### src/hdl/io_map_pkg.sv
package io_map_pkg;

	typedef logic [15:0] io_addr_t;
	typedef logic [21:0] dev_sel_t;

	// bit positions in dev_sel_t
	localparam int sel_hdd0       = 0;
	localparam int sel_hdd1       = 1;
	localparam int sel_floppy     = 2;
	localparam int sel_joy        = 3;
	localparam int sel_dma_master = 4;
	localparam int sel_dma_page   = 5;
	localparam int sel_dma_slave  = 6;
	localparam int sel_pic_master = 7;
	localparam int sel_pic_slave  = 8;
	localparam int sel_pit        = 9;
	localparam int sel_ps2_io     = 10;
	localparam int sel_ps2_ctl    = 11;
	localparam int sel_rtc        = 12;
	localparam int sel_fm         = 13;
	localparam int sel_sb         = 14;
	localparam int sel_uart       = 15;
	localparam int sel_mpu        = 16;
	localparam int sel_vga_b      = 17;
	localparam int sel_vga_c      = 18;
	localparam int sel_vga_d      = 19;
	localparam int sel_pci        = 20;
	localparam int sel_sysctl     = 21;

	localparam io_addr_t hdd0_base       = 16'h01F0;
	localparam int       hdd0_ign        = 3;
	localparam io_addr_t hdd0_alt        = 16'h03F6;
	localparam io_addr_t hdd1_base       = 16'h0170;
	localparam int       hdd1_ign        = 3;
	localparam io_addr_t hdd1_alt        = 16'h0376;
	localparam io_addr_t joy_port        = 16'h0201;
	localparam io_addr_t floppy_base     = 16'h03F0;
	localparam int       floppy_ign      = 3;
	localparam io_addr_t dma_master_base = 16'h00C0;
	localparam int       dma_master_ign  = 5;
	localparam io_addr_t dma_page_base   = 16'h0080;
	localparam int       dma_page_ign    = 4;
	localparam io_addr_t dma_slave_base  = 16'h0000;
	localparam int       dma_slave_ign   = 4;
	localparam io_addr_t pic_master_base = 16'h0020;
	localparam io_addr_t pic_slave_base  = 16'h00A0;
	localparam int       pic_ign         = 1;
	localparam io_addr_t pit_base        = 16'h0040;
	localparam int       pit_ign         = 2;
	localparam io_addr_t pit_port_b      = 16'h0061; // speaker gate, shared with ps2 range
	localparam io_addr_t ps2_io_base     = 16'h0060;
	localparam int       ps2_io_ign      = 3;
	localparam io_addr_t ps2_ctl_base    = 16'h0090;
	localparam int       ps2_ctl_ign     = 4;
	localparam io_addr_t rtc_base        = 16'h0070;
	localparam int       rtc_ign         = 1;
	localparam io_addr_t fm_base         = 16'h0388;
	localparam int       fm_ign          = 2;
	localparam io_addr_t sb_base         = 16'h0220;
	localparam int       sb_ign          = 4;
	localparam io_addr_t uart_base       = 16'h03F8;
	localparam int       uart_ign        = 3;
	localparam io_addr_t mpu_base        = 16'h0330;
	localparam int       mpu_ign         = 1;
	localparam io_addr_t vga_b_base      = 16'h03B0;
	localparam io_addr_t vga_c_base      = 16'h03C0;
	localparam io_addr_t vga_d_base      = 16'h03D0;
	localparam int       vga_ign         = 4;
	localparam io_addr_t pci_cfg_addr    = 16'h0CF8;
	localparam io_addr_t pci_cfg_data    = 16'h0CFC;
	localparam io_addr_t sysctl_port     = 16'h8888;

	localparam int hdd_alt_bit = 9; // set on the 3x6 alternate ports

endpackage

### src/hdl/bus_types_pkg.sv
package bus_types_pkg;

	typedef logic [31:0] io_data_t;
	typedef logic [7:0]  io_byte_t;
	typedef logic [2:0]  io_size_t; // bytes per transfer
	typedef logic [7:0]  syscfg_t;

	localparam syscfg_t  syscfg_reset_value = 8'hA2;
	localparam syscfg_t  syscfg_key         = 8'hA1; // expected in wdata[15:8]
	localparam io_size_t syscfg_write_size  = 3'd2;

endpackage

### src/hdl/io_cycle_if.sv
`timescale 1ns/1ps

interface io_cycle_if;
	import io_map_pkg::*;
	import bus_types_pkg::*;

	dev_sel_t sel;
	logic     rd;
	logic     wr;
	io_size_t size;
	io_data_t wdata;
	logic     io32;

	modport source (
		output sel,
		output rd,
		output wr,
		output size,
		output wdata,
		output io32
	);

	modport sink (
		input sel,
		input rd,
		input wr,
		input size,
		input wdata,
		input io32
	);

endinterface

### src/hdl/io_port_decode.sv
`timescale 1ns/1ps

module io_port_decode (
	input  logic                    clk_sys,
	input  logic                    reset,
	input  io_map_pkg::io_addr_t    address,
	input  logic                    rd,
	input  logic                    wr,
	input  bus_types_pkg::io_size_t size,
	input  bus_types_pkg::io_data_t wdata,
	io_cycle_if.source              cyc
);
	import io_map_pkg::*;

	dev_sel_t sel_next;
	logic     io32_next;

	// match with the low ign bits ignored
	function automatic logic port_match(io_addr_t addr, io_addr_t base, int ign);
		io_addr_t mask;
		mask = {16{1'b1}} << ign;
		return (addr & mask) == base;
	endfunction

	always_comb begin
		sel_next = '0;
		sel_next[sel_hdd0] = port_match(address, hdd0_base, hdd0_ign) || address == hdd0_alt;
		sel_next[sel_hdd1] = port_match(address, hdd1_base, hdd1_ign) || address == hdd1_alt;
		sel_next[sel_floppy] = port_match(address, floppy_base, floppy_ign);
		sel_next[sel_joy] = address == joy_port;
		sel_next[sel_dma_master] = port_match(address, dma_master_base, dma_master_ign);
		sel_next[sel_dma_page] = port_match(address, dma_page_base, dma_page_ign);
		sel_next[sel_dma_slave] = port_match(address, dma_slave_base, dma_slave_ign);
		sel_next[sel_pic_master] = port_match(address, pic_master_base, pic_ign);
		sel_next[sel_pic_slave] = port_match(address, pic_slave_base, pic_ign);
		sel_next[sel_pit] = port_match(address, pit_base, pit_ign) || address == pit_port_b;
		sel_next[sel_ps2_io] = port_match(address, ps2_io_base, ps2_io_ign);
		sel_next[sel_ps2_ctl] = port_match(address, ps2_ctl_base, ps2_ctl_ign);
		sel_next[sel_rtc] = port_match(address, rtc_base, rtc_ign);
		sel_next[sel_fm] = port_match(address, fm_base, fm_ign);
		sel_next[sel_sb] = port_match(address, sb_base, sb_ign);
		sel_next[sel_uart] = port_match(address, uart_base, uart_ign);
		sel_next[sel_mpu] = port_match(address, mpu_base, mpu_ign);
		sel_next[sel_vga_b] = port_match(address, vga_b_base, vga_ign);
		sel_next[sel_vga_c] = port_match(address, vga_c_base, vga_ign);
		sel_next[sel_vga_d] = port_match(address, vga_d_base, vga_ign);
		sel_next[sel_pci] = address == pci_cfg_addr || address == pci_cfg_data;
		sel_next[sel_sysctl] = address == sysctl_port;
	end

	// disk data ports and the control port are 32-bit wide
	assign io32_next = ((sel_next[sel_hdd0] | sel_next[sel_hdd1]) & ~address[hdd_alt_bit])
		| sel_next[sel_sysctl];

	always_ff @(posedge clk_sys) begin
		if (reset) begin
			cyc.rd <= 1'b0;
			cyc.wr <= 1'b0;
			cyc.io32 <= 1'b0;
		end else begin
			cyc.rd <= rd;
			cyc.wr <= wr;
			cyc.io32 <= io32_next;
		end
	end

	always_ff @(posedge clk_sys) begin
		cyc.sel <= sel_next;
		cyc.size <= size;
		cyc.wdata <= wdata;
	end

endmodule

### src/hdl/sys_ctl_port.sv
`timescale 1ns/1ps

module sys_ctl_port #(
	parameter bus_types_pkg::syscfg_t SYSCFG_RESET = bus_types_pkg::syscfg_reset_value
) (
	input  logic                   clk_sys,
	input  logic                   reset,
	io_cycle_if.sink               cyc,
	output bus_types_pkg::syscfg_t syscfg
);
	import io_map_pkg::*;
	import bus_types_pkg::*;

	typedef enum logic {
		ctl_armed,
		ctl_released
	} ctl_state_e;

	ctl_state_e state;
	logic       disk_hit;
	logic       cfg_write;

	assign disk_hit = cyc.sel[sel_hdd0] | cyc.sel[sel_hdd1] | cyc.sel[sel_floppy];

	// keyed word write to the control port
	assign cfg_write = cyc.wr && cyc.sel[sel_sysctl]
		&& cyc.size == syscfg_write_size && cyc.wdata[15:8] == syscfg_key;

	always_ff @(posedge clk_sys) begin
		if (reset) begin
			syscfg <= SYSCFG_RESET;
			state <= ctl_armed;
		end else if (state == ctl_armed && disk_hit) begin
			syscfg <= '0; // first boot-time disk access drops the default
			state <= ctl_released;
		end else if (cfg_write) begin
			syscfg <= cyc.wdata[7:0];
			state <= ctl_released;
		end
	end

endmodule

### src/hdl/io_read_mux.sv
`timescale 1ns/1ps

module io_read_mux (
	io_cycle_if.sink                cyc,
	input  bus_types_pkg::io_data_t hdd0_rdata,
	input  bus_types_pkg::io_data_t hdd1_rdata,
	input  bus_types_pkg::io_data_t pci_rdata,
	input  bus_types_pkg::io_byte_t floppy_rdata,
	input  bus_types_pkg::io_byte_t dma_rdata,
	input  bus_types_pkg::io_byte_t pic_rdata,
	input  bus_types_pkg::io_byte_t pit_rdata,
	input  bus_types_pkg::io_byte_t ps2_rdata,
	input  bus_types_pkg::io_byte_t rtc_rdata,
	input  bus_types_pkg::io_byte_t sound_rdata,
	input  bus_types_pkg::io_byte_t uart_rdata,
	input  bus_types_pkg::io_byte_t vga_rdata,
	input  bus_types_pkg::io_byte_t joy_rdata,
	output bus_types_pkg::io_data_t rdata,
	output logic                    io32
);
	import io_map_pkg::*;
	import bus_types_pkg::*;

	io_byte_t rdata8;

	always_comb begin
		if (cyc.sel[sel_floppy])
			rdata8 = floppy_rdata;
		else if (cyc.sel[sel_dma_master] | cyc.sel[sel_dma_page] | cyc.sel[sel_dma_slave])
			rdata8 = dma_rdata;
		else if (cyc.sel[sel_pic_master] | cyc.sel[sel_pic_slave])
			rdata8 = pic_rdata;
		else if (cyc.sel[sel_pit])
			rdata8 = pit_rdata;
		else if (cyc.sel[sel_ps2_io] | cyc.sel[sel_ps2_ctl])
			rdata8 = ps2_rdata;
		else if (cyc.sel[sel_rtc])
			rdata8 = rtc_rdata;
		else if (cyc.sel[sel_sb] | cyc.sel[sel_fm])
			rdata8 = sound_rdata;
		else if (cyc.sel[sel_uart] | cyc.sel[sel_mpu])
			rdata8 = uart_rdata;
		else if (cyc.sel[sel_vga_b] | cyc.sel[sel_vga_c] | cyc.sel[sel_vga_d])
			rdata8 = vga_rdata;
		else if (cyc.sel[sel_joy])
			rdata8 = joy_rdata;
		else
			rdata8 = 8'hFF; // floating bus
	end

	// word devices first, 3F6 lands on hdd0 not floppy
	always_comb begin
		if (cyc.sel[sel_hdd0])
			rdata = hdd0_rdata;
		else if (cyc.sel[sel_hdd1])
			rdata = hdd1_rdata;
		else if (cyc.sel[sel_pci])
			rdata = pci_rdata;
		else
			rdata = {24'h000000, rdata8};
	end

	assign io32 = cyc.io32;

endmodule

### src/hdl/io_hub.sv
`timescale 1ns/1ps

module io_hub #(
	parameter bus_types_pkg::syscfg_t SYSCFG_RESET = bus_types_pkg::syscfg_reset_value
) (
	input  logic                    clk_sys,
	input  logic                    reset,

	input  io_map_pkg::io_addr_t    bus_address,
	input  logic                    bus_read,
	input  logic                    bus_write,
	input  bus_types_pkg::io_size_t bus_datasize,
	input  bus_types_pkg::io_data_t bus_writedata,

	input  bus_types_pkg::io_data_t hdd0_rdata,
	input  bus_types_pkg::io_data_t hdd1_rdata,
	input  bus_types_pkg::io_data_t pci_rdata,
	input  bus_types_pkg::io_byte_t floppy_rdata,
	input  bus_types_pkg::io_byte_t dma_rdata,
	input  bus_types_pkg::io_byte_t pic_rdata,
	input  bus_types_pkg::io_byte_t pit_rdata,
	input  bus_types_pkg::io_byte_t ps2_rdata,
	input  bus_types_pkg::io_byte_t rtc_rdata,
	input  bus_types_pkg::io_byte_t sound_rdata,
	input  bus_types_pkg::io_byte_t uart_rdata,
	input  bus_types_pkg::io_byte_t vga_rdata,
	input  bus_types_pkg::io_byte_t joy_rdata,

	output io_map_pkg::dev_sel_t    dev_rd,
	output io_map_pkg::dev_sel_t    dev_wr,
	output bus_types_pkg::io_data_t bus_readdata,
	output logic                    bus_io32,
	output bus_types_pkg::syscfg_t  syscfg
);

	io_cycle_if cyc ();

	io_port_decode u_io_port_decode (
		.clk_sys (clk_sys),
		.reset   (reset),
		.address (bus_address),
		.rd      (bus_read),
		.wr      (bus_write),
		.size    (bus_datasize),
		.wdata   (bus_writedata),
		.cyc     (cyc.source)
	);

	sys_ctl_port #(
		.SYSCFG_RESET (SYSCFG_RESET)
	) u_sys_ctl_port (
		.clk_sys (clk_sys),
		.reset   (reset),
		.cyc     (cyc.sink),
		.syscfg  (syscfg)
	);

	io_read_mux u_io_read_mux (
		.cyc          (cyc.sink),
		.hdd0_rdata   (hdd0_rdata),
		.hdd1_rdata   (hdd1_rdata),
		.pci_rdata    (pci_rdata),
		.floppy_rdata (floppy_rdata),
		.dma_rdata    (dma_rdata),
		.pic_rdata    (pic_rdata),
		.pit_rdata    (pit_rdata),
		.ps2_rdata    (ps2_rdata),
		.rtc_rdata    (rtc_rdata),
		.sound_rdata  (sound_rdata),
		.uart_rdata   (uart_rdata),
		.vga_rdata    (vga_rdata),
		.joy_rdata    (joy_rdata),
		.rdata        (bus_readdata),
		.io32         (bus_io32)
	);

	// per-device strobes
	assign dev_rd = cyc.rd ? cyc.sel : '0;
	assign dev_wr = cyc.wr ? cyc.sel : '0;

endmodule

### config.mk
export PLATFORM = sky130hd
export DESIGN_NAME = io_hub
export DESIGN_NICKNAME = d
export VERILOG_FILES = /design/src/hdl/io_map_pkg.sv /design/src/hdl/bus_types_pkg.sv /design/src/hdl/io_cycle_if.sv /design/src/hdl/io_port_decode.sv /design/src/hdl/sys_ctl_port.sv /design/src/hdl/io_read_mux.sv /design/src/hdl/io_hub.sv
export SDC_FILE = /design/constraint.sdc
export NUM_CORES = 1
export LEC_CHECK = 0
export ABC_AREA = 0
export BUFFER_PORTS_ARGS = -buffer_cell sky130_fd_sc_hd__buf_2
export CAP_MARGIN = 15
export CORE_AREA = 2 2 123 125
export DETAILED_ROUTE_END_ITERATION = 6
export DIE_AREA = 0 0 125 127
export GPL_ROUTABILITY_DRIVEN = 0
export SLEW_MARGIN = 40
export SYNTH_ARGS = -nofsm -noshare
export SYNTH_HDL_FRONTEND = slang
export SYNTH_HIERARCHICAL = 1
export SYNTH_SLANG_ARGS = --single-unit
### constraint.sdc
create_clock -name clk_sys -period 2.7 [get_ports clk_sys]
set_input_delay 0.27 -clock clk_sys [delete_from_list [all_inputs] [get_ports clk_sys]]
set_output_delay 0.27 -clock clk_sys [all_outputs]
set_load 0.05 [all_outputs]
==> metrics.md <==
| Metric | Value |
|---|---|
| Outcome | completed |
| Hpwl dp | 12300 um |
| Starting Density | 0.250 |
| Fin. Hold Viols | 0 |
| Drt wl/cell | 15.8 um |
| Dpl ws | 0.149 ns |
| Hold buffers post-CTS | 0 |
| Root Buffer | clkbuf_16 |
| Worst reg-to-reg setup slack | 0.99 ns |
| Row Count | 44 |
| DR DRC count | 0 |
| Leak pwr | 2.64 nW |
| Multi-input logic area | 2350 sq um |
| Mapped Nets | 715 |
| DIE AREA | 15900 sq um |
| Max_cap viols | 0 |
| ANT nets after route | 0 |
| Clk pin slew, worst setup/hold paths | 0.07 ns |
| Worst Reg2Reg Path Length in Cells | 4 |
| Die height | 127 um |
| Worst EP required | 2.43 ns |
| Pwr Total | 0.00167 W |
| Final setup violating endpoints | 0 |
| CP Launch Type | register |
| Hold path endpoint | u_io_port_decode/cyc.wdata[3] |
| IO buf count | 299 |
| Slew margin rel. | 0.549 |
| HP Class | in -> reg |
| Longest Clk Path Bufs | 2 |
| Final Max Tran Viols | 0 |
| Hold path depth | 1 |
| Final worst slack | 0.0486 ns |
| Mean Syn Cell Area | 7.46 sq um |
| Grt ovf | 0 |
| Largest net degree at the start of global routing | 42 |
| Layout Area Growth over Synthesis | 52.1% |
| # clock sinks | 53 |
| Period minus WS final | 2.65 ns |
| Crit path arrival time | 2.38 ns |
| Share of cells above drive strength 1 | 0.456 |
| Post-Syn Instances | 484 |
| Worst r2r src | u_io_port_decode/cyc.wr |
| Critical Setup Path Class | reg -> out |
| Vias in the first global route | 4361 |
| Worst-path maximum fanout | 7 |
| Via count | 4673 |
| Setup crit start | u_io_port_decode/cyc.sel[18] |
| Synthesized area | 3610 sq um |
| WHS | 0.0727 ns |
| Clk_lat worst skew | 0.29 ns |
| Clock skew | 0.00772 ns |
| Final core occ | 0.381 |
| RSZ-0062 raised after global routing | no |
| Initial antenna violation count | 1 |
| CTS Buf Count | 5 |
| Slowest CP cell | or4b_4 |
| Layout net count | 1004 |
| CP Capture Type | output pin |
| DRT iter0 DRCs | 280 |
| Worst Tran Pin Value | 0.675 ns |
| Power Dens Cells | 305 nW/um^2 |
| H-tree levels | 2 |
| Critical-path cell list | or4b_4, nor2_1, nor3_2, a2111oi_1, buf_4, o21ai_1, buf_6 |
| Die width | 125 um |
| Setup TNS | 0 ns |
| Pre-Repair DR Iteration Count | 7 |
| F_max | 377 MHz |
| Via-per-instance ratio | 4.87 |
| Routed WL | 15200 um |
| Core footprint | 14400 sq um |
| CTS tree | built |
| Fill count | 1600 |
| Total GRT Usage | 0.174 |
| IO Pins | 316 |
| Peak VDD IR | 633 uV |
| First-pass GRT wire length | 22700 um |
| Reg-to-reg endpoint | u_sys_ctl_port/syscfg[2] |
| Synthesis warning total | 6 |
| Register Area | 1060 sq um |
| Fin crit share | 0.982 |
| Hold Startpoint | bus_writedata[3] |
| Slowest stage delay, CP | 0.61 ns |
| Setup Buffers After CTS | 0 |
[through the flow]
step / area (sq um) / instances
floorplan: 3620 / 484
global placement: 5290 / 950
detailed placement: 5290 / 950
CTS: 5470 / 958
global route: 5490 / 959
finish: 5490 / 959
[sequential cells by signal (all words and copies together) (netlist names)]
register and count:
u_io_port_decode/cyc.sel 22, u_io_port_decode/cyc.wr 1, u_io_port_decode/cyc.rd 1, u_sys_ctl_port/state 1, u_io_port_decode/cyc.io32 1, u_io_port_decode/cyc.size 3, u_io_port_decode/cyc.wdata 16, u_sys_ctl_port/syscfg 8
[placed cells by master (no fill, tap or decap), types with 5 or more instances in the layout]
cell / n
buf_2: 297
nand2_1: 64
dfxtp_1: 52
nor2_1: 39
and2_1: 38
o21ai_0: 33
a22oi_1: 28
nand3_1: 22
buf_4: 17
o22ai_1: 14
nor3_1: 12
inv_1: 12
nor4_1: 12
o211ai_1: 12
a211oi_1: 12
a21oi_1: 11
nor4b_1: 10
mux2i_1: 8
and2_2: 6
clkbuf_16: 5
[final cells by class]
cell class / count / area share
antenna: 1 / 0.000456
clock buffer: 6 / 0.0253
clock inverter: 2 / 0.00296
inverter: 13 / 0.00889
multi-input combinational: 384 / 0.427
sequential: 53 / 0.193
tap: 184 / 0.0419
timing repair buffer: 316 / 0.300
[where the power goes]
group,switching [W],total [W],internal (W),leakage (nW)
Combinational,0.0000905,0.000217,0.000127,2.13
Clock,0.000275,0.000647,0.000372,0.0735
Sequential,0.0000118,0.000810,0.000798,0.435
Total,0.000377,0.00167,0.00130,2.64
[worst max-delay path by stage]
| stage | depth (start not counted) | to |
|---|---|---|
| after floorplan | 6 | bus_readdata[0] |
| after global placement | 7 | bus_readdata[5] |
| after detailed placement | 7 | bus_readdata[5] |
| after CTS | 7 | bus_readdata[5] |
| after global routing | 7 | bus_readdata[5] |
| final | 7 | bus_readdata[6] |
[critical path, delay by kind of cell, from the launching register on]
family                 cells  cell delay [ns]
DFF                        1             0.34
AOI/OAI and AO/OA          2             0.57
buffers and inverters      2             0.38
and+or+nand+nor            3             0.81
[repair_timing]
item | CTS | global route
setup endpoints to repair | 4 | 2
cloned | 0 | 0
gates resized for setup | 7 | 7
[per-layer routing]
metal | track usage | up-vias | share of wire
met5 | 0 | - | 0
met4 | 0.0464 | 0 | 0.021
met3 | 0.0251 | 18 | 0.071
met2 | 0.301 | 204 | 0.48
met1 | 0.228 | 2096 | 0.42
li1 | - | 2355 | -
Note: power is estimated with default switching activity, not from simulation.
